==> src/fix_session_pkg.sv <==
/* shared definitions for the FIX session layer
   session state, message type and validity encodings
   CompID widths, host entry, received message and message order structs */
package fix_session_pkg;

	localparam int COMP_ID_W  = 64; // eight characters
	localparam int COMP_LEN_W = 4;  // significant bytes in the CompID

	// per-host session state
	typedef enum logic [3:0] {
		disconnected      = 4'd0,
		connected         = 4'd1,  // acceptor waiting for logon
		logon_sent        = 4'd2,  // initiator waiting for logon reply
		normal_session    = 4'd3,
		sent_heartbeat    = 4'd4,
		logout_sent       = 4'd5,
		sent_resend_req   = 4'd6,
		resend_req_logout = 4'd7   // resend pending, logout follows
	} session_state_e;

	// session message types, both directions
	typedef enum logic [3:0] {
		none       = 4'd0,
		logon      = 4'd1,
		logout     = 4'd2,
		heartbeat  = 4'd3,
		resend_req = 4'd4,
		gap_fill   = 4'd5,
		seq_reset  = 4'd6,
		app_msg    = 4'd7
	} msg_type_e;

	// verdict of the receive path on one message
	typedef enum logic [3:0] {
		valid    = 4'd0,
		garbled  = 4'd1,
		seq_low  = 4'd2, // fatal
		seq_high = 4'd3, // gap, ask for resend
		invalid  = 4'd4
	} validity_e;

	// one host address table entry
	typedef struct packed {
		logic                  initiator;      // 1 = we open the session
		logic [COMP_LEN_W-1:0] comp_len;
		logic [COMP_ID_W-1:0]  target_comp_id;
	} host_entry_t;

	typedef struct packed {
		msg_type_e msg_type;
		validity_e validity;
	} rx_msg_t;

	// order to the message builder
	typedef struct packed {
		msg_type_e             msg_type;
		logic [COMP_LEN_W-1:0] comp_len;
		logic [COMP_ID_W-1:0]  target_comp_id;
	} msg_order_t;

endpackage
==> src/fix_session_top.sv <==
/* top level of the FIX session layer
   host table, session manager and message order stage */
module fix_session_top import fix_session_pkg::*; #(
	parameter int HOST_BITS = 3
) (
	input  logic                 clk,
	input  logic                 rst,
	input  logic                 new_msg_i,
	input  rx_msg_t              rx_msg_i,
	input  logic                 connected_i,
	input  logic                 end_session_i,
	input  logic                 timeout_i,
	input  logic                 resend_done_i,
	input  logic [HOST_BITS-1:0] host_i,
	input  logic                 host_wr_i,
	input  logic [HOST_BITS-1:0] host_wr_addr_i,
	input  host_entry_t          host_entry_i,
	output logic                 disconnect_o,
	output logic [HOST_BITS-1:0] disconnect_host_o,
	output logic                 ignore_o,
	output logic                 do_resend_o,
	output logic                 seq_update_o,
	output logic [HOST_BITS-1:0] seq_host_o,
	output logic                 initiate_msg_o,
	output msg_order_t           msg_order_o,
	output logic                 ready_o
);

	logic [HOST_BITS-1:0] host_rd_addr;
	host_entry_t          host_entry_rd;
	logic                 send_req;
	msg_order_t           send_order;

	host_table #(.HOST_BITS(HOST_BITS)) u_host_table (
		.clk       (clk),
		.wr_i      (host_wr_i),
		.wr_addr_i (host_wr_addr_i),
		.entry_i   (host_entry_i),
		.rd_addr_i (host_rd_addr),
		.entry_o   (host_entry_rd)
	);

	session_manager #(.HOST_BITS(HOST_BITS)) u_session_manager (
		.clk               (clk),
		.rst               (rst),
		.new_msg_i         (new_msg_i),
		.rx_msg_i          (rx_msg_i),
		.connected_i       (connected_i),
		.end_session_i     (end_session_i),
		.timeout_i         (timeout_i),
		.resend_done_i     (resend_done_i),
		.host_i            (host_i),
		.host_entry_i      (host_entry_rd),
		.host_rd_addr_o    (host_rd_addr),
		.disconnect_o      (disconnect_o),
		.disconnect_host_o (disconnect_host_o),
		.ignore_o          (ignore_o),
		.do_resend_o       (do_resend_o),
		.seq_update_o      (seq_update_o),
		.seq_host_o        (seq_host_o),
		.send_req_o        (send_req),
		.send_order_o      (send_order),
		.ready_o           (ready_o)
	);

	msg_order_gen u_msg_order_gen (
		.clk            (clk),
		.rst            (rst),
		.send_req_i     (send_req),
		.send_order_i   (send_order),
		.initiate_msg_o (initiate_msg_o),
		.msg_order_o    (msg_order_o)
	);

endmodule

==> src/msg_order_gen.sv <==
/* message order stage
   one send request becomes an order and an initiate strobe for the builder */
module msg_order_gen import fix_session_pkg::*; (
	input  logic       clk,
	input  logic       rst,
	input  logic       send_req_i,
	input  msg_order_t send_order_i,
	output logic       initiate_msg_o,
	output msg_order_t msg_order_o
);

	// strobe, one per accepted order
	always_ff @(posedge clk) begin
		if (rst)
			initiate_msg_o <= 1'b0;
		else
			initiate_msg_o <= send_req_i;
	end

	// builder may sample the order after the strobe
	always_ff @(posedge clk) begin
		if (send_req_i)
			msg_order_o <= send_order_i;
	end

	// every order names a real session message
	a_typed_order: assert property (@(posedge clk) disable iff (rst)
		initiate_msg_o |-> msg_order_o.msg_type != none);

endmodule

==> src/session_manager.sv <==
/* FIX session state machine
   decodes one event per cycle against the host's stored state
   registers the action pulses and the send order, writes the state back */
module session_manager import fix_session_pkg::*; #(
	parameter int HOST_BITS = 3
) (
	input  logic                 clk,
	input  logic                 rst,
	input  logic                 new_msg_i,
	input  rx_msg_t              rx_msg_i,
	input  logic                 connected_i,
	input  logic                 end_session_i,
	input  logic                 timeout_i,
	input  logic                 resend_done_i,
	input  logic [HOST_BITS-1:0] host_i,
	input  host_entry_t          host_entry_i,
	output logic [HOST_BITS-1:0] host_rd_addr_o,
	output logic                 disconnect_o,
	output logic [HOST_BITS-1:0] disconnect_host_o,
	output logic                 ignore_o,
	output logic                 do_resend_o,
	output logic                 seq_update_o,
	output logic [HOST_BITS-1:0] seq_host_o,
	output logic                 send_req_o,
	output msg_order_t           send_order_o,
	output logic                 ready_o
);

	session_state_e cur_state, nxt_state;
	msg_type_e      rx_type, send_type;
	validity_e      rx_val;
	logic           ev_any, st_we, ram_busy;
	logic           act_disc, act_ignore, act_resend, act_seq, act_send;

	session_state_ram #(.HOST_BITS(HOST_BITS)) u_state_ram (
		.clk     (clk),
		.rst     (rst),
		.we_i    (st_we),
		.addr_i  (host_i),
		.state_i (nxt_state),
		.state_o (cur_state),
		.busy_o  (ram_busy)
	);

	assign host_rd_addr_o = host_i;
	assign ready_o        = !ram_busy;
	assign rx_type        = rx_msg_i.msg_type;
	assign rx_val         = rx_msg_i.validity;
	assign ev_any  = new_msg_i | connected_i | end_session_i | timeout_i | resend_done_i;
	assign st_we    = ev_any && (nxt_state != cur_state);
	assign act_send = (send_type != none);

	always_comb begin
		nxt_state  = cur_state;
		send_type  = none;
		act_disc   = 1'b0;
		act_ignore = 1'b0;
		act_resend = 1'b0;
		act_seq    = 1'b0;
		if (new_msg_i) begin
			if (cur_state == disconnected) begin
				// nothing to talk to
			end else if (rx_val == garbled && cur_state != connected) begin
				act_ignore = 1'b1;
			end else if (rx_val == seq_low || rx_val == invalid) begin
				act_disc  = 1'b1;
				nxt_state = disconnected;
			end else begin
				case (cur_state)
					connected: begin // acceptor expects a logon first
						if (rx_type == logon && rx_val == valid) begin
							send_type = logon;
							nxt_state = normal_session;
						end else begin
							act_disc  = 1'b1;
							nxt_state = disconnected;
						end
					end
					logon_sent: begin
						if (rx_type == logon && rx_val == valid) begin
							nxt_state = normal_session;
						end else if (rx_type == logon && rx_val == seq_high) begin
							send_type = resend_req;
							nxt_state = sent_resend_req;
						end else begin
							act_disc  = 1'b1;
							nxt_state = disconnected;
						end
					end
					normal_session, sent_heartbeat: begin
						if (rx_type == logout && rx_val == valid) begin
							send_type = logout; // answer and close
							nxt_state = disconnected;
						end else if (rx_type == logout && rx_val == seq_high) begin
							send_type = resend_req;
							nxt_state = resend_req_logout;
						end else if (rx_type == resend_req) begin
							act_resend = 1'b1;
						end else if (rx_val == seq_high) begin
							send_type = resend_req;
							nxt_state = sent_resend_req;
						end else if (cur_state == sent_heartbeat) begin
							nxt_state = normal_session; // peer is alive
						end else if (rx_type == heartbeat) begin
							send_type = heartbeat;
							nxt_state = sent_heartbeat;
						end
					end
					sent_resend_req, resend_req_logout: begin
						if (rx_type == gap_fill || rx_type == seq_reset)
							act_seq = 1'b1;
						else if (rx_val == seq_high)
							send_type = resend_req; // gap widened so ask again
					end
					logout_sent: begin
						if (rx_type == resend_req) begin
							act_resend = 1'b1;
						end else begin
							act_disc  = 1'b1; // logout reply or anything else
							nxt_state = disconnected;
						end
					end
					default: ;
				endcase
			end
		end else if (connected_i) begin
			if (host_entry_i.initiator) begin
				send_type = logon;
				nxt_state = logon_sent;
			end else begin
				nxt_state = connected;
			end
		end else if (end_session_i) begin
			send_type = logout;
			nxt_state = logout_sent;
		end else if (timeout_i) begin
			if (cur_state == logon_sent || cur_state == logout_sent ||
			    cur_state == sent_heartbeat) begin
				act_disc  = 1'b1; // no answer in time
				nxt_state = disconnected;
			end else if (cur_state == normal_session) begin
				send_type = heartbeat;
				nxt_state = sent_heartbeat;
			end
		end else if (resend_done_i) begin
			if (cur_state == sent_resend_req) begin
				nxt_state = normal_session;
			end else if (cur_state == resend_req_logout) begin
				send_type = logout;
				nxt_state = logout_sent;
			end
		end
	end

	always_ff @(posedge clk) begin
		if (rst) begin
			disconnect_o      <= 1'b0;
			disconnect_host_o <= '0;
			ignore_o          <= 1'b0;
			do_resend_o       <= 1'b0;
			seq_update_o      <= 1'b0;
			seq_host_o        <= '0;
			send_req_o        <= 1'b0;
		end else begin
			disconnect_o      <= act_disc;
			disconnect_host_o <= act_disc ? host_i : '0;
			ignore_o          <= act_ignore;
			do_resend_o       <= act_resend;
			seq_update_o      <= act_seq;
			seq_host_o        <= act_seq ? host_i : '0;
			send_req_o        <= act_send;
		end
	end

	// order payload held until the next send
	always_ff @(posedge clk) begin
		if (act_send) begin
			send_order_o.msg_type       <= send_type;
			send_order_o.comp_len       <= host_entry_i.comp_len;
			send_order_o.target_comp_id <= host_entry_i.target_comp_id;
		end
	end

	a_one_event: assert property (@(posedge clk) disable iff (rst)
		$onehot0({new_msg_i, connected_i, end_session_i, timeout_i, resend_done_i}));

endmodule

==> src/host_table.sv <==
/* host address table
   target CompID, its length and the initiator flag per host
   loaded through the write port, read combinationally */
module host_table import fix_session_pkg::*; #(
	parameter int HOST_BITS = 3
) (
	input  logic                 clk,
	input  logic                 wr_i,
	input  logic [HOST_BITS-1:0] wr_addr_i,
	input  host_entry_t          entry_i,
	input  logic [HOST_BITS-1:0] rd_addr_i,
	output host_entry_t          entry_o
);

	host_entry_t table_q [2**HOST_BITS];

	// loaded once by the host CPU before the sessions start
	always_ff @(posedge clk) begin
		if (wr_i)
			table_q[wr_addr_i] <= entry_i;
	end

	assign entry_o = table_q[rd_addr_i]; // same cycle as the event

endmodule

==> src/session_state_ram.sv <==
/* session state memory, one entry per host
   synchronous write, combinational read, swept to disconnected after reset */
module session_state_ram import fix_session_pkg::*; #(
	parameter int HOST_BITS = 3
) (
	input  logic                 clk,
	input  logic                 rst,
	input  logic                 we_i,
	input  logic [HOST_BITS-1:0] addr_i,
	input  session_state_e       state_i,
	output session_state_e       state_o,
	output logic                 busy_o
);

	session_state_e mem [2**HOST_BITS];
	logic [HOST_BITS-1:0] sweep_cnt;

	always_ff @(posedge clk) begin
		if (rst) begin
			busy_o    <= 1'b1;
			sweep_cnt <= '0;
		end else if (busy_o) begin
			sweep_cnt <= sweep_cnt + 1'b1;
			if (&sweep_cnt)
				busy_o <= 1'b0; // last host cleared
		end
	end

	always_ff @(posedge clk) begin
		if (busy_o)
			mem[sweep_cnt] <= disconnected;
		else if (we_i)
			mem[addr_i] <= state_i;
	end

	assign state_o = mem[addr_i];

	// the session manager must stay quiet until the sweep is over
	a_no_write_in_sweep: assert property (@(posedge clk) disable iff (rst) busy_o |-> !we_i);

endmodule

==> config.mk <==
export PLATFORM = sky130hd
export DESIGN_NAME = fix_session_top
export DESIGN_NICKNAME = d
export VERILOG_FILES = /design/src/fix_session_pkg.sv /design/src/fix_session_top.sv /design/src/msg_order_gen.sv /design/src/session_manager.sv /design/src/host_table.sv /design/src/session_state_ram.sv
export SDC_FILE = /design/constraint.sdc
export NUM_CORES = 1
export LEC_CHECK = 0
export BUFFER_PORTS_ARGS = -buffer_cell sky130_fd_sc_hd__buf_2
export CAP_MARGIN = 25
export CORE_UTILIZATION = 45
export CTS_CLUSTER_SIZE = 12
export DETAILED_ROUTE_END_ITERATION = 7
export MAX_ROUTING_LAYER = met4
export PLACE_DENSITY_LB_ADDON = 0.3
export SYNTH_ARGS = -nofsm -noshare
export SYNTH_HDL_FRONTEND = slang
export SYNTH_SLANG_ARGS = --single-unit
==> constraint.sdc <==
create_clock -name clk -period 11.5 [get_ports clk]
set_input_delay 2.3 -clock clk [delete_from_list [all_inputs] [get_ports clk]]
set_output_delay 2.3 -clock clk [all_outputs]
set_load 0.02 [all_outputs]
# Word level (Yosys, flattened, before mapping)
# Memory sizes are Yosys's and may differ from the RTL's.
# Index checks and enable logic that the tools add are counted.
# totals
in_bits,91
ram_bits,584
output_inout_bits,84
mem_count,2
wordCells,152
register_bits,160
# mem_list
name,words,word_bits,rd,rd_clocked_by_memory_dff,write_ports,line,source
u_host_table.table_q,8,69,1,0,1,host_table.sv:15,host_entry_t table_q [2**HOST_BITS];
u_session_manager.u_state_ram.mem,8,4,1,0,1,session_state_ram.sv:15,session_state_e mem [2**HOST_BITS];
# classes
mux,85
addsub,1
reduce_logical,22
eq_ne,19
n_bitwise,7
# ops
operator,n
2-to-1 mux 4 bit,38
2-to-1 mux 1 bit,34
== test 4 x 3 -> 1 bit (second input constant),8
case mux 4 bit (4 select lines),2
== test 4 x 2 -> 1 bit (second input constant),6
== test 4 x 1 -> 1 bit (second input constant),3
2-to-1 mux 3 bit,4
2-to-1 mux 2 bit,5
zero test 4 bit,2
OR reduction 2 bit,4
logical AND 1 bit,6
OR reduction 5 bit,1
logical OR 1 bit,4
!= test 4 x 1 -> 1 bit (second input constant),1
!= test 4 bit,1
OR 1 bit,4
nonzero test 4 bit,1
OR reduction 4 bit,1
adder 3 x 1 -> 3 bit (second input constant),1
inverter 1 bit,3
case mux 1 bit (3 select lines),1
AND reduction 3 bit,1
OR reduction 3 bit,1
case mux 1 bit (2 select lines),1
zero test 1 bit,1

# Logic depth before layout (Yosys ltp)
# depth
ltp_word,19
mapped_depth,13

# Hierarchy
# Synthesis repeated with hierarchy kept, for this count alone.
# unflattened
cells_unflattened,1248
area_unflattened_um2,28132.0
# modules_own_cells
module,seq_area_each_um2,cells_per_inst,n_inst,area_each_um2
host_table,16575.9,811,1,20776.2
session_manager,2352.3,274,1,3611.0
msg_order_gen,2182.1,74,1,2195.9
session_state_ram,1041.0,89,1,1549.0

# Least setup slack after synthesis
# Ideal clock, no wire load.
# synth_timing
path_kind,input -> register
start,in host_wr_addr_i[1]
end,mem u_host_table.table_q[0][0] (netlist name) (enable)
path_stages,2
setup_slack_ns,3.754
t_required_ns,10.918
setup_ns,0.582
arrival_time_ns,7.165
cell_sequence,nand2b_1 > nor3_1
# synth_rtl
element,line,source
"start, declared",fix_session_top.sv:16,"input logic [HOST_BITS-1:0] host_wr_addr_i,"
"end, declared",host_table.sv:15,
# Straight into the memory's write port.

# Final worst setup path
# layout_timing
start,in host_i[2]
end,reg u_session_manager.send_order_o[25] (netlist name) (enable)
# layout_between
elab_chain_len,13
elab_cells_between_ends,36
cone_classes,8 x eq/ne; 19 x mux; 7 x reduce/logical; 2 x memory
# layout_rtl
element,line,source
"start, declared",fix_session_top.sv:14,"input logic [HOST_BITS-1:0] host_i,"
memory read (8 x 4 bit) (*),-,
== test 4 x 3 -> 1 bit,"session_manager.sv:69, session_manager.sv:102, session_manager.sv:138",
2-to-1 mux 4 bit,session_manager.sv:102,end else if (cur_state == sent_heartbeat) begin
2-to-1 mux 4 bit,session_manager.sv:99,end else if (rx_val == seq_high) begin
2-to-1 mux 4 bit,session_manager.sv:97,end else if (rx_type == resend_req) begin
2-to-1 mux 4 bit,session_manager.sv:94,end else if (rx_type == logout && rx_val == seq_high) begin
2-to-1 mux 4 bit,session_manager.sv:91,if (rx_type == logout && rx_val == valid) begin
case mux 4 bit (4 select lines),session_manager.sv:69,case (cur_state)
2-to-1 mux 4 bit,session_manager.sv:65,end else if (rx_val == seq_low || rx_val == invalid) begin
2-to-1 mux 4 bit,session_manager.sv:63,end else if (rx_val == garbled && cur_state != connected) begin
2-to-1 mux 4 bit,session_manager.sv:61,if (cur_state == disconnected) begin
2-to-1 mux 4 bit (*),session_manager.sv:60,if (new_msg_i) begin
via u_session_manager.send_type[1],session_manager.sv:30,"msg_type_e rx_type, send_type;"
nonzero test 4 bit (*),session_manager.sv:51,assign act_send = (send_type != none);
via u_session_manager.act_send,session_manager.sv:33,"logic act_disc, act_ignore, act_resend, act_seq, act_send;"
"end, declared",session_manager.sv:25,"output msg_order_t send_order_o,"
# The timed path passes the listed nets; every way through them passes the cells marked *.
# A chain may end at the register's enable or synchronous reset.

==> impl_table.tex <==
\begin{tabular}{lr}
\hline
Metric & Value \\
\hline
\multicolumn{2}{l}{\textbf{Synthesis}} \\
Share of Yosys cell area claimed by the top area cell type & between 70\% and 80\% \\
EDFF count, synth & between 700 and 800 \\
Synth top area cells & sky130\_fd\_sc\_hd\_\_edfxtp\_1 78\%, sky130\_fd\_sc\_hd\_\_mux4\_2 12\%, sky130\_fd\_sc\_hd\_\_mux2\_2 2.9\% \\
Top cell type by total area after synthesis & sky130\_fd\_sc\_hd\_\_edfxtp\_1 \\
Post-synthesis instance total & 1,234 \\
Cell variety after synth & 60 \\
Syn. warnings & 0 \\
Post-synth top cells & 726 x sky130\_fd\_sc\_hd\_\_edfxtp\_1, 146 x sky130\_fd\_sc\_hd\_\_mux4\_2, 72 x sky130\_fd\_sc\_hd\_\_mux2\_2, 34 x sky130\_fd\_sc\_hd\_\_nand2\_1, 30 x sky130\_fd\_sc\_hd\_\_nor2\_1 \\
Most common cell in the netlist & sky130\_fd\_sc\_hd\_\_edfxtp\_1 \\
Dominant synthesized flop cell & sky130\_fd\_sc\_hd\_\_edfxtp\_1 \\
Async set or reset register ratio after synthesis & 0\% \\
Number of storage elements in the synthesis netlist & approximately 740 \\
Post-synthesis area per instance & between 20 and 25 um2 \\
Post-Synthesis Cell Area & roughly 28,000 um2 \\
Sequential element share of the synthesized area & around four fifths \\
\multicolumn{2}{l}{\textbf{Status}} \\
Run status & completed \\
\multicolumn{2}{l}{\textbf{Timing}} \\
Clock period minus final worst setup slack & around 6.7 ns \\
Worst Skew & 0.0166 ns \\
Summed negative setup slack over all endpoints & 0 ns \\
Maximum frequency from static timing analysis & roughly 0.15 GHz \\
Hold Violations, Final & 0 \\
Final WS setup & about 4.8 ns \\
Setup repair after global routing missed its margin & false \\
Measured slew at the worst slew-check pin & between 0.9 and 1 ns \\
Final period util & 58.0\% \\
Relative slew slack & around 34\% \\
Final max-slew violation count & 0 \\
Final setup fails & 0 \\
\multicolumn{2}{l}{\textbf{Clock tree}} \\
Maximum clock insertion buffer count & 3 \\
Insertion delay to the later sink of the worst-skew pair & 0.61 ns \\
TritonCTS clock tree & built \\
Clock-pin slew on the worst setup and hold paths & around 0.060 ns \\
CTS H-tree lvls & 3 \\
Clk Tree Root Cell & sky130\_fd\_sc\_hd\_\_clkbuf\_16 \\
Number of buffers added to fix hold violations after cts & 0 \\
Number of buffers inserted during clock tree synthesis & between 70 and 80 \\
Number of sinks driven by the clock tree & roughly 740 \\
Post-cts repair resize count & 0 \\
Setup bufs post-CTS & 0 \\
\multicolumn{2}{l}{\textbf{Placement}} \\
Final weighted congestion in routability-driven placement & slightly below 0.9 \\
Placement-stage cell area & 29,700 um2 \\
Number of instances in the placed design & $\sim$2.2k \\
Post-Place Setup Slack & around 4.2 ns \\
Post-detailed-placement half-perimeter wirelength & 31,000 um \\
IO Port Bufs & between 150 and 200 \\
\multicolumn{2}{l}{\textbf{Finish}} \\
Post-route insts no fill & between 2k and 2.5k \\
\# nets final & $\sim$1.6k \\
Sequential cell area & approximately 22,000 um2 \\
Area of the multi-input gates & 5510 um2 \\
Fill cells & $\sim$4.7k \\
Layout Area Growth over Synthesis & 15.3\% \\
Core Util, Final & between 50\% and 60\% \\
Layout cells sized above 1 & 36.0\% \\
Final design area excluding fillers & 32,100 um2 \\
\multicolumn{2}{l}{\textbf{Pwr}} \\
Combinational cell fraction of total power & just under 6\% \\
Sequential cell fraction of total power & between 50 and 60\% \\
Internal cell power & $\sim$0.0046 W \\
Clock share of power & approximately 40\% \\
Switching part of the total power & a little over a fifth \\
Pwr per Cell Area & roughly 180 nW/um2 \\
NetSw & around 0.0012 W \\
Maximum resistive drop on vdd & between 0.08 and 0.09 mV \\
Static Leakage & roughly 10 nW \\
\multicolumn{2}{l}{\textbf{Global routing}} \\
Antenna violations before repair & 16 \\
First-pass GRT wire length & around 85,000 um \\
Total global-route track usage & between 10\% and 20\% \\
Maximum number of pins on one net before global-route repair & 73 \\
GRT overflow & 0 \\
Number of global-route vias before repair & 13.6k \\
\multicolumn{2}{l}{\textbf{Critical path}} \\
Peak fanout along the critical path & 50 \\
Critical path start-end classification & input pin to flip-flop \\
Crit path launch type & input pin \\
Flop2flop setup slack & approximately 7 ns \\
Critical Path End & u\_session\_manager.send\_order\_o[25] \\
Worst setup path start & host\_i[2] \\
R2R Path End & u\_session\_manager.send\_order\_o[25] \\
Arrival @ worst endpoint & a little under 7 ns \\
Category of the worst setup path capture point & flip-flop \\
RR Startpoint & u\_session\_manager.u\_state\_ram.mem[7][2] \\
Register-to-Register Path Depth & 8 \\
Data required time of the worst path & between 10 and 15 ns \\
\multicolumn{2}{l}{\textbf{Floorplan}} \\
Die Height & 251 um \\
Die W & 251 um \\
Area enclosed by the die boundary & 62,800 um2 \\
Number of placed I/O pins & $\sim$180 \\
Core Box Area & $\sim$61,000 um2 \\
Initial core utilization & a little under half \\
Cell Rows & 90 \\
\multicolumn{2}{l}{\textbf{Drt}} \\
DR pass1 iterations & 4 \\
Vias per cell & between 5 and 6 \\
Remaining antenna violation count after routing & 0 \\
DR WL/cell & around 25 um \\
Routed vias & $\sim$13k \\
Drt total wl & 56,700 um \\
Remaining DRCs & 0 \\
Detailed router's first-iteration violation count & roughly 960 \\
\multicolumn{2}{l}{\textbf{Flow run}} \\
Max Cap Viol & 0 \\
\multicolumn{2}{l}{\textbf{Worst hold path}} \\
Class of the worst hold path & flip-flop to flip-flop \\
\hline
\end{tabular}
## power by group through the flow
stage | sequential, W | clock, W | combinational, W
2_1_floorplan | 0.00319 | 0 | 0.000207
3_3_place_gp | 0.00318 | 0 | 0.000333
3_5_place_dp | 0.00318 | 0 | 0.000339
4_1_cts | 0.00313 | 0.00237 | 0.000340
5_1_grt | 0.00313 | 0.00247 | 0.000363
6_report | 0.00313 | 0.00231 | 0.000334
## stage by stage
step,total power [W],hold slack (ns)
2_1_floorplan,0.00339,0.400
3_3_place_gp,0.00351,0.404
3_5_place_dp,0.00352,0.405
4_1_cts,0.00583,0.413
5_1_grt,0.00596,0.418
6_report,0.00577,0.408
## worst max-delay path, cell delays in order
cell                       delay, ns
sky130_fd_sc_hd__buf_4          0.57
sky130_fd_sc_hd__buf_4          0.69
sky130_fd_sc_hd__mux4_2         0.39
sky130_fd_sc_hd__mux2_2         0.40
sky130_fd_sc_hd__nor4_1         0.16
sky130_fd_sc_hd__or3_1          0.41
sky130_fd_sc_hd__a21boi_1       0.14
sky130_fd_sc_hd__o41ai_1        0.44
sky130_fd_sc_hd__or3_4          0.52
sky130_fd_sc_hd__buf_4          0.78
## worst min path at each step
stage,from,cells past startpoint,end
6_report,u_session_manager.send_order_o[15],0,u_msg_order_gen.msg_order_o[15]
5_1_grt,u_session_manager.send_order_o[15],0,u_msg_order_gen.msg_order_o[15]
4_1_cts,u_session_manager.send_order_o[15],0,u_msg_order_gen.msg_order_o[15]
3_5_place_dp,u_session_manager.send_order_o[15],0,u_msg_order_gen.msg_order_o[15]
3_3_place_gp,u_session_manager.send_order_o[53],0,u_msg_order_gen.msg_order_o[53]
2_1_floorplan,u_session_manager.send_order_o[0],0,u_msg_order_gen.msg_order_o[0]
## logic make-up after synthesis
family,after synthesis,synth area share (%)
flip-flops,742,79.5
other,1,0.0135
multiplexers,226,15.1
buffers and inverters,59,0.967
AO/OA/AOI/OAI,69,1.69
XOR/XNOR,6,0.189
adder cells (fa/ha/maj),2,0.0900
AND/OR/NAND/NOR,129,2.36
## layout by cell type (no fill, tap or decap), drive strengths merged, types with 4 or more instances in the layout
cell    synthesis  routed
a211oi          5       5
a21oi          15      15
and2            7       7
buf            29     200
clkbuf         29     100
clkinv          0      21
conb            1       9
dfxtp          16      16
diode           0      14
edfxtp        726     726
mux2           73      73
mux2i           7       7
mux4          146     146
nand2          35      35
nand2b          5       5
nand3          14      14
nor2           32      32
nor2b           8       8
nor3           14      14
o211ai          6       6
o21ai          22      22
or3             4       4
xnor2           5       5
## registers in the layout, indices dropped and copies added, names as in the netlist
register,flops
u_session_manager.u_state_ram.sweep_cnt,3
u_session_manager.send_order_o,71
u_session_manager.ignore_o,1
u_session_manager.disconnect_host_o,3
u_session_manager.send_req_o,1
u_session_manager.seq_update_o,1
u_session_manager.u_state_ram.busy_o,1
u_session_manager.disconnect_o,1
u_host_table.table_q,552
u_session_manager.seq_host_o,3
u_msg_order_gen.initiate_msg_o,1
u_session_manager.do_resend_o,1
u_msg_order_gen.msg_order_o,71
u_session_manager.u_state_ram.mem,32
## routing by layer
metal	global-route usage (%)	part of all wire (%)	vias up
li1	-	-	5628
met1	25.2	43	6673
met2	29.3	49	368
met3	4.83	6.8	77
met4	5.52	1.7	0
met5	-	0	-
## area by class of cell
type	count	area share (%)
diodes	14	0.109
clock buffers	100	6.61
clock inverters	28	0.616
inverters	1	0.0117
multi-input cells	441	17.2
flip-flops and latches	742	69.0
well taps	782	3.05
repair buffers	200	3.44
Note: power is estimated with default switching activity, not from simulation.
